### src/source/uart_link_settings.svh
/*
 * Build-time constants for the framed UART link.
 * Pulled in by the packages and by the modules that size counters or buffers.
 */
`ifndef UART_LINK_SETTINGS_SVH
`define UART_LINK_SETTINGS_SVH

// sys_clk cycles per serial bit
`define UART_CLKS_PER_BIT 16

// bytes held by each of the tx and rx buffers
`define LINK_BUF_BYTES 16

// byte index width into a buffer
`define LINK_BUF_AW 4

`endif

### src/source/uart_frame_pkg.sv
/*
 * Types shared by the serial and framing blocks.
 * Refer to them with uart_frame_pkg:: scoped names.
 */
`include "uart_link_settings.svh"

package uart_frame_pkg;

	// one byte on the serial line
	typedef logic [7:0] frame_byte_t;

	// payload length, 0 up to a full buffer
	typedef logic [4:0] frame_len_t;

	// byte index into a tx or rx buffer
	typedef logic [`LINK_BUF_AW-1:0] buf_addr_t;

	// two of these open a frame and two close it
	localparam frame_byte_t FRAME_MARK = 8'h26;

endpackage

### src/source/axil_regs_pkg.sv
/*
 * Register map of the AXI4-Lite slave: byte offsets, CTRL bits and STATUS layout.
 */
package axil_regs_pkg;

	typedef enum logic [7:0] {
		CTRL    = 8'h00,
		STATUS  = 8'h04,
		TX_LEN  = 8'h08,
		RX_LEN  = 8'h0C,
		TX_BUF0 = 8'h10,
		TX_BUF1 = 8'h14,
		TX_BUF2 = 8'h18,
		TX_BUF3 = 8'h1C,
		RX_BUF0 = 8'h20,
		RX_BUF1 = 8'h24,
		RX_BUF2 = 8'h28,
		RX_BUF3 = 8'h2C
	} reg_off_e;

	// CTRL bits, both self-clearing
	localparam int CTRL_TX_START = 0;
	localparam int CTRL_RX_CLEAR = 1;

	typedef struct packed {
		logic [28:0] rsvd;
		logic        rx_overflow;
		logic        rx_ready;
		logic        tx_busy;
	} status_t;

endpackage

### src/source/frame_if.sv
/*
 * Interfaces between the register block and the two framers.
 * frame_tx_if feeds the transmit framer, frame_rx_if carries received frames back.
 */
`timescale 1ns/10ps

interface frame_tx_if;
	logic                      start;
	uart_frame_pkg::frame_len_t  len;
	uart_frame_pkg::buf_addr_t   rd_addr;
	uart_frame_pkg::frame_byte_t rd_data;
	logic                      busy;
	logic                      done;

	modport regs (output start, len, rd_data, input rd_addr, busy, done);
	modport framer (input start, len, rd_data, output rd_addr, busy, done);
endinterface

interface frame_rx_if;
	logic                      wr_en;
	uart_frame_pkg::buf_addr_t   wr_addr;
	uart_frame_pkg::frame_byte_t wr_data;
	uart_frame_pkg::frame_len_t  len;
	logic                      frame_ok;
	logic                      overflow;
	logic                      buf_free;

	modport regs (
		input wr_en, wr_addr, wr_data, len, frame_ok, overflow,
		output buf_free
	);
	modport deframer (
		output wr_en, wr_addr, wr_data, len, frame_ok, overflow,
		input buf_free
	);
endinterface

### src/source/uart_tx.sv
/*
 * 8N1 serializer. A req while idle loads one byte, which goes out as start bit,
 * eight data bits LSB first and a stop bit; done pulses after the stop bit.
 */
`timescale 1ns/10ps
`include "uart_link_settings.svh"

module uart_tx (
	input  logic                        sys_clk,
	input  logic                        sys_rst_n,
	input  logic                        req,
	input  uart_frame_pkg::frame_byte_t data,
	output logic                        line,
	output logic                        done
);

	localparam int CW = $clog2(`UART_CLKS_PER_BIT);

	logic          busy;
	logic [CW-1:0] clk_cnt;
	logic [3:0]    bit_cnt;
	// stop, data, start; all ones when idle
	logic [9:0]    shift;

	always_ff @(posedge sys_clk or negedge sys_rst_n) begin
		if (!sys_rst_n) begin
			busy    <= 1'b0;
			clk_cnt <= '0;
			bit_cnt <= '0;
			shift   <= '1;
			done    <= 1'b0;
		end else begin
			done <= 1'b0;
			if (!busy) begin
				if (req) begin
					busy    <= 1'b1;
					clk_cnt <= '0;
					bit_cnt <= '0;
					shift   <= {1'b1, data, 1'b0};
				end
			end else if (clk_cnt == CW'(`UART_CLKS_PER_BIT - 1)) begin
				clk_cnt <= '0;
				shift   <= {1'b1, shift[9:1]};
				if (bit_cnt == 4'd9) begin
					busy <= 1'b0;
					done <= 1'b1;
				end else begin
					bit_cnt <= bit_cnt + 4'd1;
				end
			end else begin
				clk_cnt <= clk_cnt + CW'(1);
			end
		end
	end

	assign line = shift[0];

endmodule

### src/source/uart_rx.sv
/*
 * 8N1 deserializer. A falling edge starts a bit timer; each bit is sampled
 * at mid-period and vld pulses at mid stop bit when the stop bit is high.
 */
`timescale 1ns/10ps
`include "uart_link_settings.svh"

module uart_rx (
	input  logic                        sys_clk,
	input  logic                        sys_rst_n,
	input  logic                        line,
	output uart_frame_pkg::frame_byte_t data,
	output logic                        vld
);

	localparam int CW = $clog2(`UART_CLKS_PER_BIT);

	typedef enum logic [1:0] {IDLE, START, DATA, STOP} rx_state_e;

	rx_state_e     state;
	logic [2:0]    sync;
	logic          fall;
	logic [CW-1:0] clk_cnt;
	logic [2:0]    bit_cnt;
	logic [7:0]    shift;

	// two flops into the clock domain, a third for edge detect
	always_ff @(posedge sys_clk or negedge sys_rst_n) begin
		if (!sys_rst_n)
			sync <= '1;
		else
			sync <= {sync[1:0], line};
	end

	assign fall = sync[2] && !sync[1];

	always_ff @(posedge sys_clk or negedge sys_rst_n) begin
		if (!sys_rst_n) begin
			state   <= IDLE;
			clk_cnt <= '0;
			bit_cnt <= '0;
			vld     <= 1'b0;
		end else begin
			vld <= 1'b0;
			case (state)
				IDLE: if (fall) begin
					state   <= START;
					clk_cnt <= '0;
				end
				START: if (clk_cnt == CW'(`UART_CLKS_PER_BIT / 2 - 1)) begin
					// glitch if the line is back high at mid start bit
					state   <= sync[1] ? IDLE : DATA;
					clk_cnt <= '0;
					bit_cnt <= '0;
				end else begin
					clk_cnt <= clk_cnt + CW'(1);
				end
				DATA: if (clk_cnt == CW'(`UART_CLKS_PER_BIT - 1)) begin
					clk_cnt <= '0;
					bit_cnt <= bit_cnt + 3'd1;
					if (bit_cnt == 3'd7)
						state <= STOP;
				end else begin
					clk_cnt <= clk_cnt + CW'(1);
				end
				STOP: if (clk_cnt == CW'(`UART_CLKS_PER_BIT - 1)) begin
					state <= IDLE;
					vld   <= sync[1];
				end else begin
					clk_cnt <= clk_cnt + CW'(1);
				end
				default: state <= IDLE;
			endcase
		end
	end

	// LSB arrives first
	always_ff @(posedge sys_clk) begin
		if (state == DATA && clk_cnt == CW'(`UART_CLKS_PER_BIT - 1))
			shift <= {sync[1], shift[7:1]};
	end

	assign data = shift;

endmodule

### src/source/frame_tx.sv
/*
 * Transmit framer. On start it sends "&&", len bytes read from the tx buffer,
 * then "&&", one uart_tx request per byte, and pulses done at the end.
 */
`timescale 1ns/10ps
`include "uart_link_settings.svh"

module frame_tx (
	input  logic                        sys_clk,
	input  logic                        sys_rst_n,
	frame_tx_if.framer                  tx,
	output logic                        byte_req,
	output uart_frame_pkg::frame_byte_t byte_data,
	input  logic                        byte_done
);

	typedef enum logic [2:0] {IDLE, MARK1, MARK2, PAYLOAD, MARK3, MARK4} tx_state_e;

	tx_state_e                  state;
	uart_frame_pkg::frame_len_t len_q;
	// payload bytes already handed to uart_tx
	uart_frame_pkg::frame_len_t sent;

	always_ff @(posedge sys_clk or negedge sys_rst_n) begin
		if (!sys_rst_n) begin
			state    <= IDLE;
			sent     <= '0;
			byte_req <= 1'b0;
			tx.busy  <= 1'b0;
			tx.done  <= 1'b0;
		end else begin
			byte_req <= 1'b0;
			tx.done  <= 1'b0;
			case (state)
				IDLE: if (tx.start) begin
					state    <= MARK1;
					sent     <= '0;
					byte_req <= 1'b1;
					tx.busy  <= 1'b1;
				end
				MARK1: if (byte_done) begin
					state    <= MARK2;
					byte_req <= 1'b1;
				end
				MARK2: if (byte_done) begin
					// empty payload skips straight to the closing marks
					state    <= (len_q == '0) ? MARK3 : PAYLOAD;
					sent     <= (len_q == '0) ? sent : sent + 5'd1;
					byte_req <= 1'b1;
				end
				PAYLOAD: if (byte_done) begin
					if (sent == len_q)
						state <= MARK3;
					else
						sent <= sent + 5'd1;
					byte_req <= 1'b1;
				end
				MARK3: if (byte_done) begin
					state    <= MARK4;
					byte_req <= 1'b1;
				end
				MARK4: if (byte_done) begin
					state   <= IDLE;
					tx.busy <= 1'b0;
					tx.done <= 1'b1;
				end
				default: state <= IDLE;
			endcase
		end
	end

	// byte for the next request, chosen alongside byte_req
	always_ff @(posedge sys_clk) begin
		if (state == IDLE && tx.start)
			len_q <= tx.len;
		if ((state == MARK2 || state == PAYLOAD) && byte_done && sent != len_q)
			byte_data <= tx.rd_data;
		else
			byte_data <= uart_frame_pkg::FRAME_MARK;
	end

	assign tx.rd_addr = sent[`LINK_BUF_AW-1:0];

endmodule

### src/source/frame_rx.sv
/*
 * Receive deframer. Hunts for "&&", writes the payload into the rx buffer and
 * reports the frame on the closing "&&"; frame_ok, overflow and the buffer
 * write are driven in the same cycle as the byte that causes them.
 */
`timescale 1ns/10ps
`include "uart_link_settings.svh"

module frame_rx (
	input  logic                        sys_clk,
	input  logic                        sys_rst_n,
	frame_rx_if.deframer                rx,
	input  logic                        byte_vld,
	input  uart_frame_pkg::frame_byte_t byte_data
);

	typedef enum logic [1:0] {HUNT, MARK_SEEN, CONTENT, CONTENT_MARK} rx_state_e;

	localparam uart_frame_pkg::frame_len_t FULL = 5'(`LINK_BUF_BYTES);

	rx_state_e                  state;
	uart_frame_pkg::frame_len_t cnt;
	logic                       is_mark;
	logic                       full;
	// set when a frame was dropped, so its closing "&&" is not taken as an opening
	logic                       skip;

	assign is_mark = byte_data == uart_frame_pkg::FRAME_MARK;
	assign full    = cnt == FULL;

	always_ff @(posedge sys_clk or negedge sys_rst_n) begin
		if (!sys_rst_n) begin
			state <= HUNT;
			cnt   <= '0;
			skip  <= 1'b0;
		end else if (byte_vld) begin
			case (state)
				HUNT: if (is_mark)
					state <= MARK_SEEN;
				MARK_SEEN: begin
					state <= HUNT;
					if (is_mark) begin
						if (skip) begin
							skip <= 1'b0;
						end else if (!rx.buf_free) begin
							// previous frame still unread
							skip <= 1'b1;
						end else begin
							state <= CONTENT;
							cnt   <= '0;
						end
					end
				end
				CONTENT: if (is_mark) begin
					state <= CONTENT_MARK;
				end else if (full) begin
					state <= HUNT;
					skip  <= 1'b1;
				end else begin
					cnt <= cnt + 5'd1;
				end
				CONTENT_MARK: state <= HUNT;
				default: state <= HUNT;
			endcase
		end
	end

	assign rx.wr_en    = byte_vld && state == CONTENT && !is_mark && !full;
	assign rx.wr_addr  = cnt[`LINK_BUF_AW-1:0];
	assign rx.wr_data  = byte_data;
	assign rx.len      = cnt;
	assign rx.frame_ok = byte_vld && state == CONTENT_MARK && is_mark;
	assign rx.overflow = byte_vld && state == CONTENT && !is_mark && full;

endmodule

### src/source/axil_link_regs.sv
/*
 * AXI4-Lite slave for the link. Holds the register map and both byte buffers,
 * issues the tx start pulse and keeps the sticky rx flags that drive irq.
 */
`timescale 1ns/10ps
`include "uart_link_settings.svh"

module axil_link_regs (
	input  logic        sys_clk,
	input  logic        sys_rst_n,
	input  logic [7:0]  s_axil_awaddr,
	input  logic        s_axil_awvalid,
	output logic        s_axil_awready,
	input  logic [31:0] s_axil_wdata,
	input  logic [3:0]  s_axil_wstrb,
	input  logic        s_axil_wvalid,
	output logic        s_axil_wready,
	output logic [1:0]  s_axil_bresp,
	output logic        s_axil_bvalid,
	input  logic        s_axil_bready,
	input  logic [7:0]  s_axil_araddr,
	input  logic        s_axil_arvalid,
	output logic        s_axil_arready,
	output logic [31:0] s_axil_rdata,
	output logic [1:0]  s_axil_rresp,
	output logic        s_axil_rvalid,
	input  logic        s_axil_rready,
	output logic        irq,
	frame_tx_if.regs    tx,
	frame_rx_if.regs    rx
);

	logic                       wr_acc;
	logic                       rd_acc;
	logic                       start_q;
	logic                       tx_active;
	logic                       rx_ready;
	logic                       rx_overflow;
	uart_frame_pkg::frame_len_t tx_len;
	uart_frame_pkg::frame_len_t rx_len;
	uart_frame_pkg::frame_byte_t [`LINK_BUF_BYTES-1:0] tx_buf;
	uart_frame_pkg::frame_byte_t [`LINK_BUF_BYTES-1:0] rx_buf;
	axil_regs_pkg::status_t     status;
	logic [31:0]                rd_word;

	assign wr_acc         = s_axil_awvalid && s_axil_wvalid && !s_axil_bvalid;
	assign s_axil_awready = wr_acc;
	assign s_axil_wready  = wr_acc;
	assign s_axil_bresp   = 2'b00;
	assign s_axil_arready = !s_axil_rvalid;
	assign rd_acc         = s_axil_arvalid && !s_axil_rvalid;
	assign s_axil_rresp   = 2'b00;

	always_ff @(posedge sys_clk or negedge sys_rst_n) begin
		if (!sys_rst_n) begin
			s_axil_bvalid <= 1'b0;
			s_axil_rvalid <= 1'b0;
		end else begin
			if (wr_acc)
				s_axil_bvalid <= 1'b1;
			else if (s_axil_bready)
				s_axil_bvalid <= 1'b0;
			if (rd_acc)
				s_axil_rvalid <= 1'b1;
			else if (s_axil_rready)
				s_axil_rvalid <= 1'b0;
		end
	end

	always_ff @(posedge sys_clk) begin
		if (rd_acc)
			s_axil_rdata <= rd_word;
	end

	always_ff @(posedge sys_clk or negedge sys_rst_n) begin
		if (!sys_rst_n) begin
			start_q     <= 1'b0;
			tx_active   <= 1'b0;
			rx_ready    <= 1'b0;
			rx_overflow <= 1'b0;
			tx_len      <= '0;
			rx_len      <= '0;
			tx_buf      <= '0;
			rx_buf      <= '0;
		end else begin
			start_q <= 1'b0;
			if (tx.done)
				tx_active <= 1'b0;
			if (wr_acc) begin
				case (s_axil_awaddr)
					axil_regs_pkg::CTRL: if (s_axil_wstrb[0]) begin
						// start is dropped while a frame is in flight
						if (s_axil_wdata[axil_regs_pkg::CTRL_TX_START] &&
						    !tx_active && !tx.busy) begin
							start_q   <= 1'b1;
							tx_active <= 1'b1;
						end
						if (s_axil_wdata[axil_regs_pkg::CTRL_RX_CLEAR]) begin
							rx_ready    <= 1'b0;
							rx_overflow <= 1'b0;
						end
					end
					axil_regs_pkg::TX_LEN: if (s_axil_wstrb[0])
						tx_len <= s_axil_wdata[4:0];
					axil_regs_pkg::TX_BUF0, axil_regs_pkg::TX_BUF1,
					axil_regs_pkg::TX_BUF2, axil_regs_pkg::TX_BUF3: begin
						for (int l = 0; l < 4; l++) begin
							if (s_axil_wstrb[l])
								tx_buf[4 * s_axil_awaddr[3:2] + l] <= s_axil_wdata[8 * l +: 8];
						end
					end
					default: ;
				endcase
			end
			if (rx.wr_en)
				rx_buf[rx.wr_addr] <= rx.wr_data;
			// a new frame wins over a clear in the same cycle
			if (rx.frame_ok) begin
				rx_ready <= 1'b1;
				rx_len   <= rx.len;
			end
			if (rx.overflow)
				rx_overflow <= 1'b1;
		end
	end

	always_comb begin
		status             = '0;
		status.tx_busy     = tx_active;
		status.rx_ready    = rx_ready;
		status.rx_overflow = rx_overflow;
	end

	always_comb begin
		rd_word = '0;
		case (s_axil_araddr)
			axil_regs_pkg::STATUS: rd_word = status;
			axil_regs_pkg::TX_LEN: rd_word = 32'(tx_len);
			axil_regs_pkg::RX_LEN: rd_word = 32'(rx_len);
			axil_regs_pkg::TX_BUF0, axil_regs_pkg::TX_BUF1,
			axil_regs_pkg::TX_BUF2, axil_regs_pkg::TX_BUF3:
				rd_word = tx_buf[4 * s_axil_araddr[3:2] +: 4];
			axil_regs_pkg::RX_BUF0, axil_regs_pkg::RX_BUF1,
			axil_regs_pkg::RX_BUF2, axil_regs_pkg::RX_BUF3:
				rd_word = rx_buf[4 * s_axil_araddr[3:2] +: 4];
			default: rd_word = '0;
		endcase
	end

	assign tx.start    = start_q;
	assign tx.len      = tx_len;
	assign tx.rd_data  = tx_buf[tx.rd_addr];
	assign rx.buf_free = !rx_ready;
	assign irq         = rx_ready;

endmodule

### src/source/uart_link_top.sv
/*
 * Top level of the framed UART link: AXI4-Lite register slave, tx and rx framers
 * and the 8N1 serial blocks, wired together.
 */
`timescale 1ns/10ps

module uart_link_top (
	input  logic        sys_clk,
	input  logic        sys_rst_n,
	input  logic [7:0]  s_axil_awaddr,
	input  logic        s_axil_awvalid,
	output logic        s_axil_awready,
	input  logic [31:0] s_axil_wdata,
	input  logic [3:0]  s_axil_wstrb,
	input  logic        s_axil_wvalid,
	output logic        s_axil_wready,
	output logic [1:0]  s_axil_bresp,
	output logic        s_axil_bvalid,
	input  logic        s_axil_bready,
	input  logic [7:0]  s_axil_araddr,
	input  logic        s_axil_arvalid,
	output logic        s_axil_arready,
	output logic [31:0] s_axil_rdata,
	output logic [1:0]  s_axil_rresp,
	output logic        s_axil_rvalid,
	input  logic        s_axil_rready,
	input  logic        uart_rx_port,
	output logic        uart_tx_port,
	output logic        irq
);

	logic                        byte_req;
	logic                        byte_done;
	uart_frame_pkg::frame_byte_t tx_byte;
	uart_frame_pkg::frame_byte_t rx_byte;
	logic                        rx_vld;

	frame_tx_if u_tx_if ();
	frame_rx_if u_rx_if ();

	axil_link_regs u_regs (
		.sys_clk        (sys_clk),
		.sys_rst_n      (sys_rst_n),
		.s_axil_awaddr  (s_axil_awaddr),
		.s_axil_awvalid (s_axil_awvalid),
		.s_axil_awready (s_axil_awready),
		.s_axil_wdata   (s_axil_wdata),
		.s_axil_wstrb   (s_axil_wstrb),
		.s_axil_wvalid  (s_axil_wvalid),
		.s_axil_wready  (s_axil_wready),
		.s_axil_bresp   (s_axil_bresp),
		.s_axil_bvalid  (s_axil_bvalid),
		.s_axil_bready  (s_axil_bready),
		.s_axil_araddr  (s_axil_araddr),
		.s_axil_arvalid (s_axil_arvalid),
		.s_axil_arready (s_axil_arready),
		.s_axil_rdata   (s_axil_rdata),
		.s_axil_rresp   (s_axil_rresp),
		.s_axil_rvalid  (s_axil_rvalid),
		.s_axil_rready  (s_axil_rready),
		.irq            (irq),
		.tx             (u_tx_if.regs),
		.rx             (u_rx_if.regs)
	);

	frame_tx u_frame_tx (
		.sys_clk   (sys_clk),
		.sys_rst_n (sys_rst_n),
		.tx        (u_tx_if.framer),
		.byte_req  (byte_req),
		.byte_data (tx_byte),
		.byte_done (byte_done)
	);

	uart_tx u_uart_tx (
		.sys_clk   (sys_clk),
		.sys_rst_n (sys_rst_n),
		.req       (byte_req),
		.data      (tx_byte),
		.line      (uart_tx_port),
		.done      (byte_done)
	);

	uart_rx u_uart_rx (
		.sys_clk   (sys_clk),
		.sys_rst_n (sys_rst_n),
		.line      (uart_rx_port),
		.data      (rx_byte),
		.vld       (rx_vld)
	);

	frame_rx u_frame_rx (
		.sys_clk   (sys_clk),
		.sys_rst_n (sys_rst_n),
		.rx        (u_rx_if.deframer),
		.byte_vld  (rx_vld),
		.byte_data (rx_byte)
	);

endmodule

### config.mk
export PLATFORM = sky130hd
export DESIGN_NAME = uart_link_top
export DESIGN_NICKNAME = d
export VERILOG_FILES = /design/src/source/uart_frame_pkg.sv /design/src/source/axil_regs_pkg.sv /design/src/source/frame_if.sv /design/src/source/uart_tx.sv /design/src/source/uart_rx.sv /design/src/source/frame_tx.sv /design/src/source/frame_rx.sv /design/src/source/axil_link_regs.sv /design/src/source/uart_link_top.sv
export VERILOG_INCLUDE_DIRS = /design/src /design/src/source
export SDC_FILE = /design/constraint.sdc
export NUM_CORES = 1
export LEC_CHECK = 0
export BUFFER_PORTS_ARGS = -buffer_cell sky130_fd_sc_hd__buf_4
export CORE_ASPECT_RATIO = 1.25
export CORE_UTILIZATION = 40
export CTS_BUF_LIST = sky130_fd_sc_hd__clkbuf_16
export CTS_CLUSTER_DIAMETER = 100
export DETAILED_ROUTE_END_ITERATION = 6
export SLEW_MARGIN = 20
export SYNTH_ARGS = -nofsm -noshare
export SYNTH_HDL_FRONTEND = slang
export SYNTH_SLANG_ARGS = --single-unit
### constraint.sdc
create_clock -name sys_clk -period 4.2 [get_ports sys_clk]
set_clock_uncertainty 0.1 [all_clocks]
set_input_delay 0 -clock sys_clk [delete_from_list [all_inputs] [get_ports sys_clk]]
set_output_delay 0 -clock sys_clk [all_outputs]
set_load 0.05 [all_outputs]
# Word-level counts from Yosys, hierarchy flattened
# Index checks and enable logic that the tools add are counted.
# word_totals
n_memories	0
rom_bits	0
ff_bits	377
mem_bits_rw	0
latchBits	0
output_inout_bits	43
input_bits	60
elab_cells	348
# classes
div_mod_pow	0
n_eq_ne	61
bitwise	0
multipliers	0
add_sub_neg	9
reduce_logical	68
n_shift	16
magnitude_cmp	11
muxes	121
# op_table
cell	n
2-to-1 mux 128 bit	10
bitwise mux 128 bit	5
variable part select 16 x 5 -> 4 bit	16
one-hot mux 32 bit (5 select lines)	1
demux 8 bit (select 4 bit)	4
>= comparator 32 x 1 -> 1 bit (second input constant)	3
< comparator 32 x 5 -> 1 bit (second input constant)	3
equality test 8 x 5 -> 1 bit (second input constant)	8
2-to-1 mux 5 bit	10
2-to-1 mux 8 bit	6
equality test 8 x 6 -> 1 bit (second input constant)	5
2-to-1 mux 4 bit	10
2-to-1 mux 1 bit	38
binary-select mux 8 bit (select 4 bit)	1
2-to-1 mux 10 bit	3
2-to-1 mux 3 bit	10
inequality test 2 x 1 -> 1 bit (second input constant)	14
nonzero test 2 bit	14
equality test 8 x 4 -> 1 bit (second input constant)	3
2-to-1 mux 2 bit	12
logical AND 1 bit	21
inequality test 2 bit (second input constant)	10
one-hot mux 3 bit (6 select lines)	1
demux 8 bit (select 2 bit)	1
other kinds (39)	77

# Longest topological paths before layout
# depth
depth_word	18
depth_mapped	8
depth_no_buf	7

# By module
# From an unflattened synthesis, not the netlist that was laid out.
# hier_totals
hier_cells	1247
area_unflattened_um2	18407.7
# modules_own_cells
module	area_per_inst_um2	seq_area_each_um2	instances	cells_each
axil_link_regs	14616.5	7767.4	1	899
frame_tx	1122.3	585.6	1	112
uart_tx	1012.2	486.7	1	84
uart_rx	1001.0	569.3	1	82
frame_rx	655.6	200.2	1	70

# Worst setup path after synthesis
# No wires, ideal clock.
# synth_path
path_kind	reg-to-reg
from	register u_regs.s_axil_rvalid
to	register u_regs.s_axil_rdata[0], enable pin
path_slack_ns	1.573
arrival_time_ns	2.102
t_required_ns	3.675
period_less_slack_ns	2.627
path_buffers	0
setup_time_ns	0.425
path_stages_with_launch	2
path_cell_list	dfrtp_1 nor2b_1
# synth_between
elab_chain_len	2
# synth_rtl
item	line	text
from (decl)	axil_link_regs.sv:26	output logic s_axil_rvalid,
from (signal assigned)	axil_link_regs.sv:57	s_axil_rvalid <= 1'b0;
from (signal assigned)	axil_link_regs.sv:64	s_axil_rvalid <= 1'b1;
from (signal assigned)	axil_link_regs.sv:66	s_axil_rvalid <= 1'b0;
zero test 1 bit	axil_link_regs.sv:51	assign rd_acc = s_axil_arvalid && !s_axil_rvalid;
logical AND 1 bit	axil_link_regs.sv:51	
net u_regs.rd_acc	axil_link_regs.sv:34	logic rd_acc;
to (signal assigned)	axil_link_regs.sv:72	s_axil_rdata <= rd_word;
to (decl)	axil_link_regs.sv:24	output logic [31:0] s_axil_rdata,
# The timed path passes the listed nets, and every way through them passes these cells.
# A chain may end at the register's enable or synchronous reset.

# Worst setup path in the final report
# layout_path
from	register u_regs.s_axil_bvalid
to	register u_regs.tx_buf[63] (netlist bit)
# layout_between
elab_chain_len	3
# layout_rtl
item	line	text
from (decl)	axil_link_regs.sv:19	output logic s_axil_bvalid,
from (signal assigned)	axil_link_regs.sv:56	s_axil_bvalid <= 1'b0;
from (signal assigned)	axil_link_regs.sv:60	s_axil_bvalid <= 1'b1;
from (signal assigned)	axil_link_regs.sv:62	s_axil_bvalid <= 1'b0;
zero test 1 bit	axil_link_regs.sv:46	assign wr_acc = s_axil_awvalid && s_axil_wvalid && !s_axil_bvalid;
logical AND 1 bit	axil_link_regs.sv:46	
AND reduction 2 bit (no source line)	--	
to (signal, indexed assignment)	axil_link_regs.sv:109	tx_buf[4 * s_axil_awaddr[3:2] + l] <= s_axil_wdata[8 * l +: 8];
to (decl)	axil_link_regs.sv:41	uart_frame_pkg::frame_byte_t [`LINK_BUF_BYTES-1:0] tx_buf;
# Every way passes these cells.

==> results.toml <==
[outcome]
status = "finished clean"

[clock_tree]
htreeDepth = 2
root_buffer = "clkbuf_16"
cts_tree = "done"
cts_buffers = 42
cts.reportedPaths.clkPinSlew_ns = 0.06
cts_sinks = 376
clk_latency_ns = 0.57
cts_setup_buffers = 0
cts.repair.resized = 0
cts_max_path_buffers = 3
hold_buffers = 62

[floorplanning]
core_region_area_sq_um = 44000
rows = 86
start_util = 0.405
die_area_sq_um = 45500
dieWidth_um = 191
num_io_pins = 103
die_h_um = 238

[sta]
timing.hold.ws_ns = 0.148
fin_crit_ns = 2.80
max_freq_ghz = 0.357
rsz0062_at_grt = "no"
hold_violations = 0
finalCritPeriodShare = 0.667
tightest_slew_ns = 0.907
slew_headroom = 0.396
finalSetupTns_ns = 0
drv_slew = 0
setup_viol = 0

[critical_path]
crit_path_start = "u_regs.s_axil_bvalid"
start_kind = "flip-flop"
worst_path_max_delay_cell = "dlygate4sd3_1"
path_class = "reg2reg"
critPathMaxStageDelay_ns = 0.56
cp_num_buf_inv = 1
worstPathMaxFanout = 8
cpLargestDelayFamily = "simple AND/OR/NAND/NOR gates"
critPathCapture = "u_regs.tx_buf[63]"
required_ns = 4.54
r2r_slack_ns = 1.40
cp.depth = 6
crit_chain = "nand3b_1, nor3_2, and3b_1, nand3_2, mux2_1, dlygate4sd3_1"
r2r-end = "u_regs.tx_buf[63]"
r2r-start = "u_regs.s_axil_bvalid"
cp.arrival_ns = 3.14
endpoint_kind = "flip-flop"
worst-r2r-cell-count = 6

[global_routing]
overflow = 0
grt_max_degree = 112
grt_use_total = 0.211
grt_pass1_vias = 11658
antenna_found_initial = 0
grt_pass1_wl_um = 71000

[layout]
n_antenna_cell = 0
fin_util = 0.480
drive_gt1_frac = 0.408
fin_nets = 1452
fill_cells = 3860
layout_common_cells = "dfrtp_1, mux2_2, buf_4, mux4_2, dlygate4sd3_1"
stdcell_count = 1986
mostFrequentLayoutCell = "dfrtp_1"
area_growth_pct = 18.3

[placement]
placed_cells = 1846
dp_hpwl_um = 31200
gp_congestion = 0.818
placement.io_buffers = 98

[logic_synthesis]
ys_warn_count = 0
avgSynthCellArea_sq_um = 14.5
ys_seq_area_frac = 0.539
synth_area_sq_um = 17800
ys_seq_elements = 376
netlist_instances = 1232
async_flop_share = 0.859
synth-main-ff-cell = "dfrtp_1"
synth_edf_count = 45
ys_types = 77

[route]
drc = 0
vias = 11097
wl_um = 46700
drtAntennaViolNets = 0
dr.pass1.iters = 5
routedWlPerCell_um = 23.5
drtIter0Drc = 599
vias_per_cell = 5.59

[worst_hold_path]
hp-class = "in2reg"

[flow_run]
maxCapViolCount = 0

[pwr]
leakage_nw = 9.62
power_density_nw_per_um2 = 379
ir_worst_vdd_mv = 0.271
## metal layers
metal / wire length (um) / vias up / global-route usage
met2: 24000 / 240 / 0.363
met4: 1720 / 0 / 0.0798
met3: 2170 / 82 / 0.0463
met5: 0 / - / 0
met1: 18800 / 5820 / 0.258
li1: - / 4955 / -
## stage by stage
step,setup slack (ns),power [mW],cell area [sq um]
3_5_place_dp,1.39,4.49,19100
5_1_grt,1.25,8.32,21100
6_report,1.40,8.00,21100
3_3_place_gp,1.42,4.48,19100
4_1_cts,1.35,8.10,21100
2_1_floorplan,1.57,4.24,17900
## synthesized netlist by cell type (24+ instances only)
library cell	number	share of area
mux2_2	251	0.16
nor2_1	31	0.0065
a21oi_1	24	0.0067
edfxtp_1	45	0.076
dfrtp_1	311	0.44
nand2_1	51	0.011
a22o_1	30	0.015
mux4_2	93	0.12
mux2i_1	25	0.014
clkbuf_1	51	0.011
o21ai_0	34	0.0095
nand3_1	32	0.0090
## flip-flops by register name, summed over array words and instances, names as in the netlist, 4 cells and up, named ones only
signal,flops
u_uart_tx.bit_cnt,4
u_uart_tx.shift,9
u_uart_tx.clk_cnt,4
u_regs.s_axil_rdata,32
u_regs.rx_len,5
u_frame_tx.len_q,5
u_regs.tx_buf,128
u_frame_tx.byte_data,8
u_frame_rx.rx.len,5
u_regs.tx.len,5
u_regs.rx_buf,128
u_frame_tx.sent,5
u_uart_rx.clk_cnt,4
u_uart_rx.data,8
## worst min path at each step
stage / startpoint / end / slack (ns) / cells past startpoint
final: s_axil_wdata[26] / u_regs.tx_buf[58] / 0.15 / 3
after floorplan: sys_rst_n / asynchronous set/reset pin / -0.40 / 0
after detailed placement: sys_rst_n / u_frame_tx.tx.done / -0.02 / 1
after global routing: s_axil_wdata[17] / u_regs.tx_buf[17] / 0.13 / 3
after global placement: sys_rst_n / u_frame_tx.tx.busy / -0.03 / 1
after CTS: s_axil_wdata[21] / u_regs.tx_buf[53] / 0.12 / 3
## kinds of logic after synthesis
kind of cell | synth area share
AOI/OAI and AO/OA | 0.0543
xor gates and xnor gates | 0.00344
and+or+nand+nor | 0.0704
other | 0.000210
buffers and inverters | 0.0225
adders and majority gates | 0.00771
muxes | 0.303
DFF | 0.539
## power breakdown
group | internal (mW) | total [mW] | switching, mW
sequential | 3.76 | 3.85 | 0.0950
combinational | 0.242 | 0.609 | 0.367
clock | 2.05 | 3.54 | 1.49
## cell type report
class / count / area (sq um) / share of cell area
Inverter: 19 / 71.3 / 0.00338
Timing Repair Buffer: 178 / 1530 / 0.0726
Multi-Input combinational cell: 764 / 7860 / 0.372
Clock inverter: 32 / 190 / 0.00901
Tap cell: 572 / 716 / 0.0339
Sequential cell: 376 / 9610 / 0.455
Clock buffer: 45 / 1130 / 0.0534
## worst reg2reg max path, stage by stage, from the launching register on
cell,delay (ns)
dfrtp_1,0.39
nand3b_1,0.24
nor3_2,0.27
and3b_1,0.36
nand3_2,0.35
mux2_1,0.42
dlygate4sd3_1,0.56
Note: power is estimated with default switching activity, not from simulation.
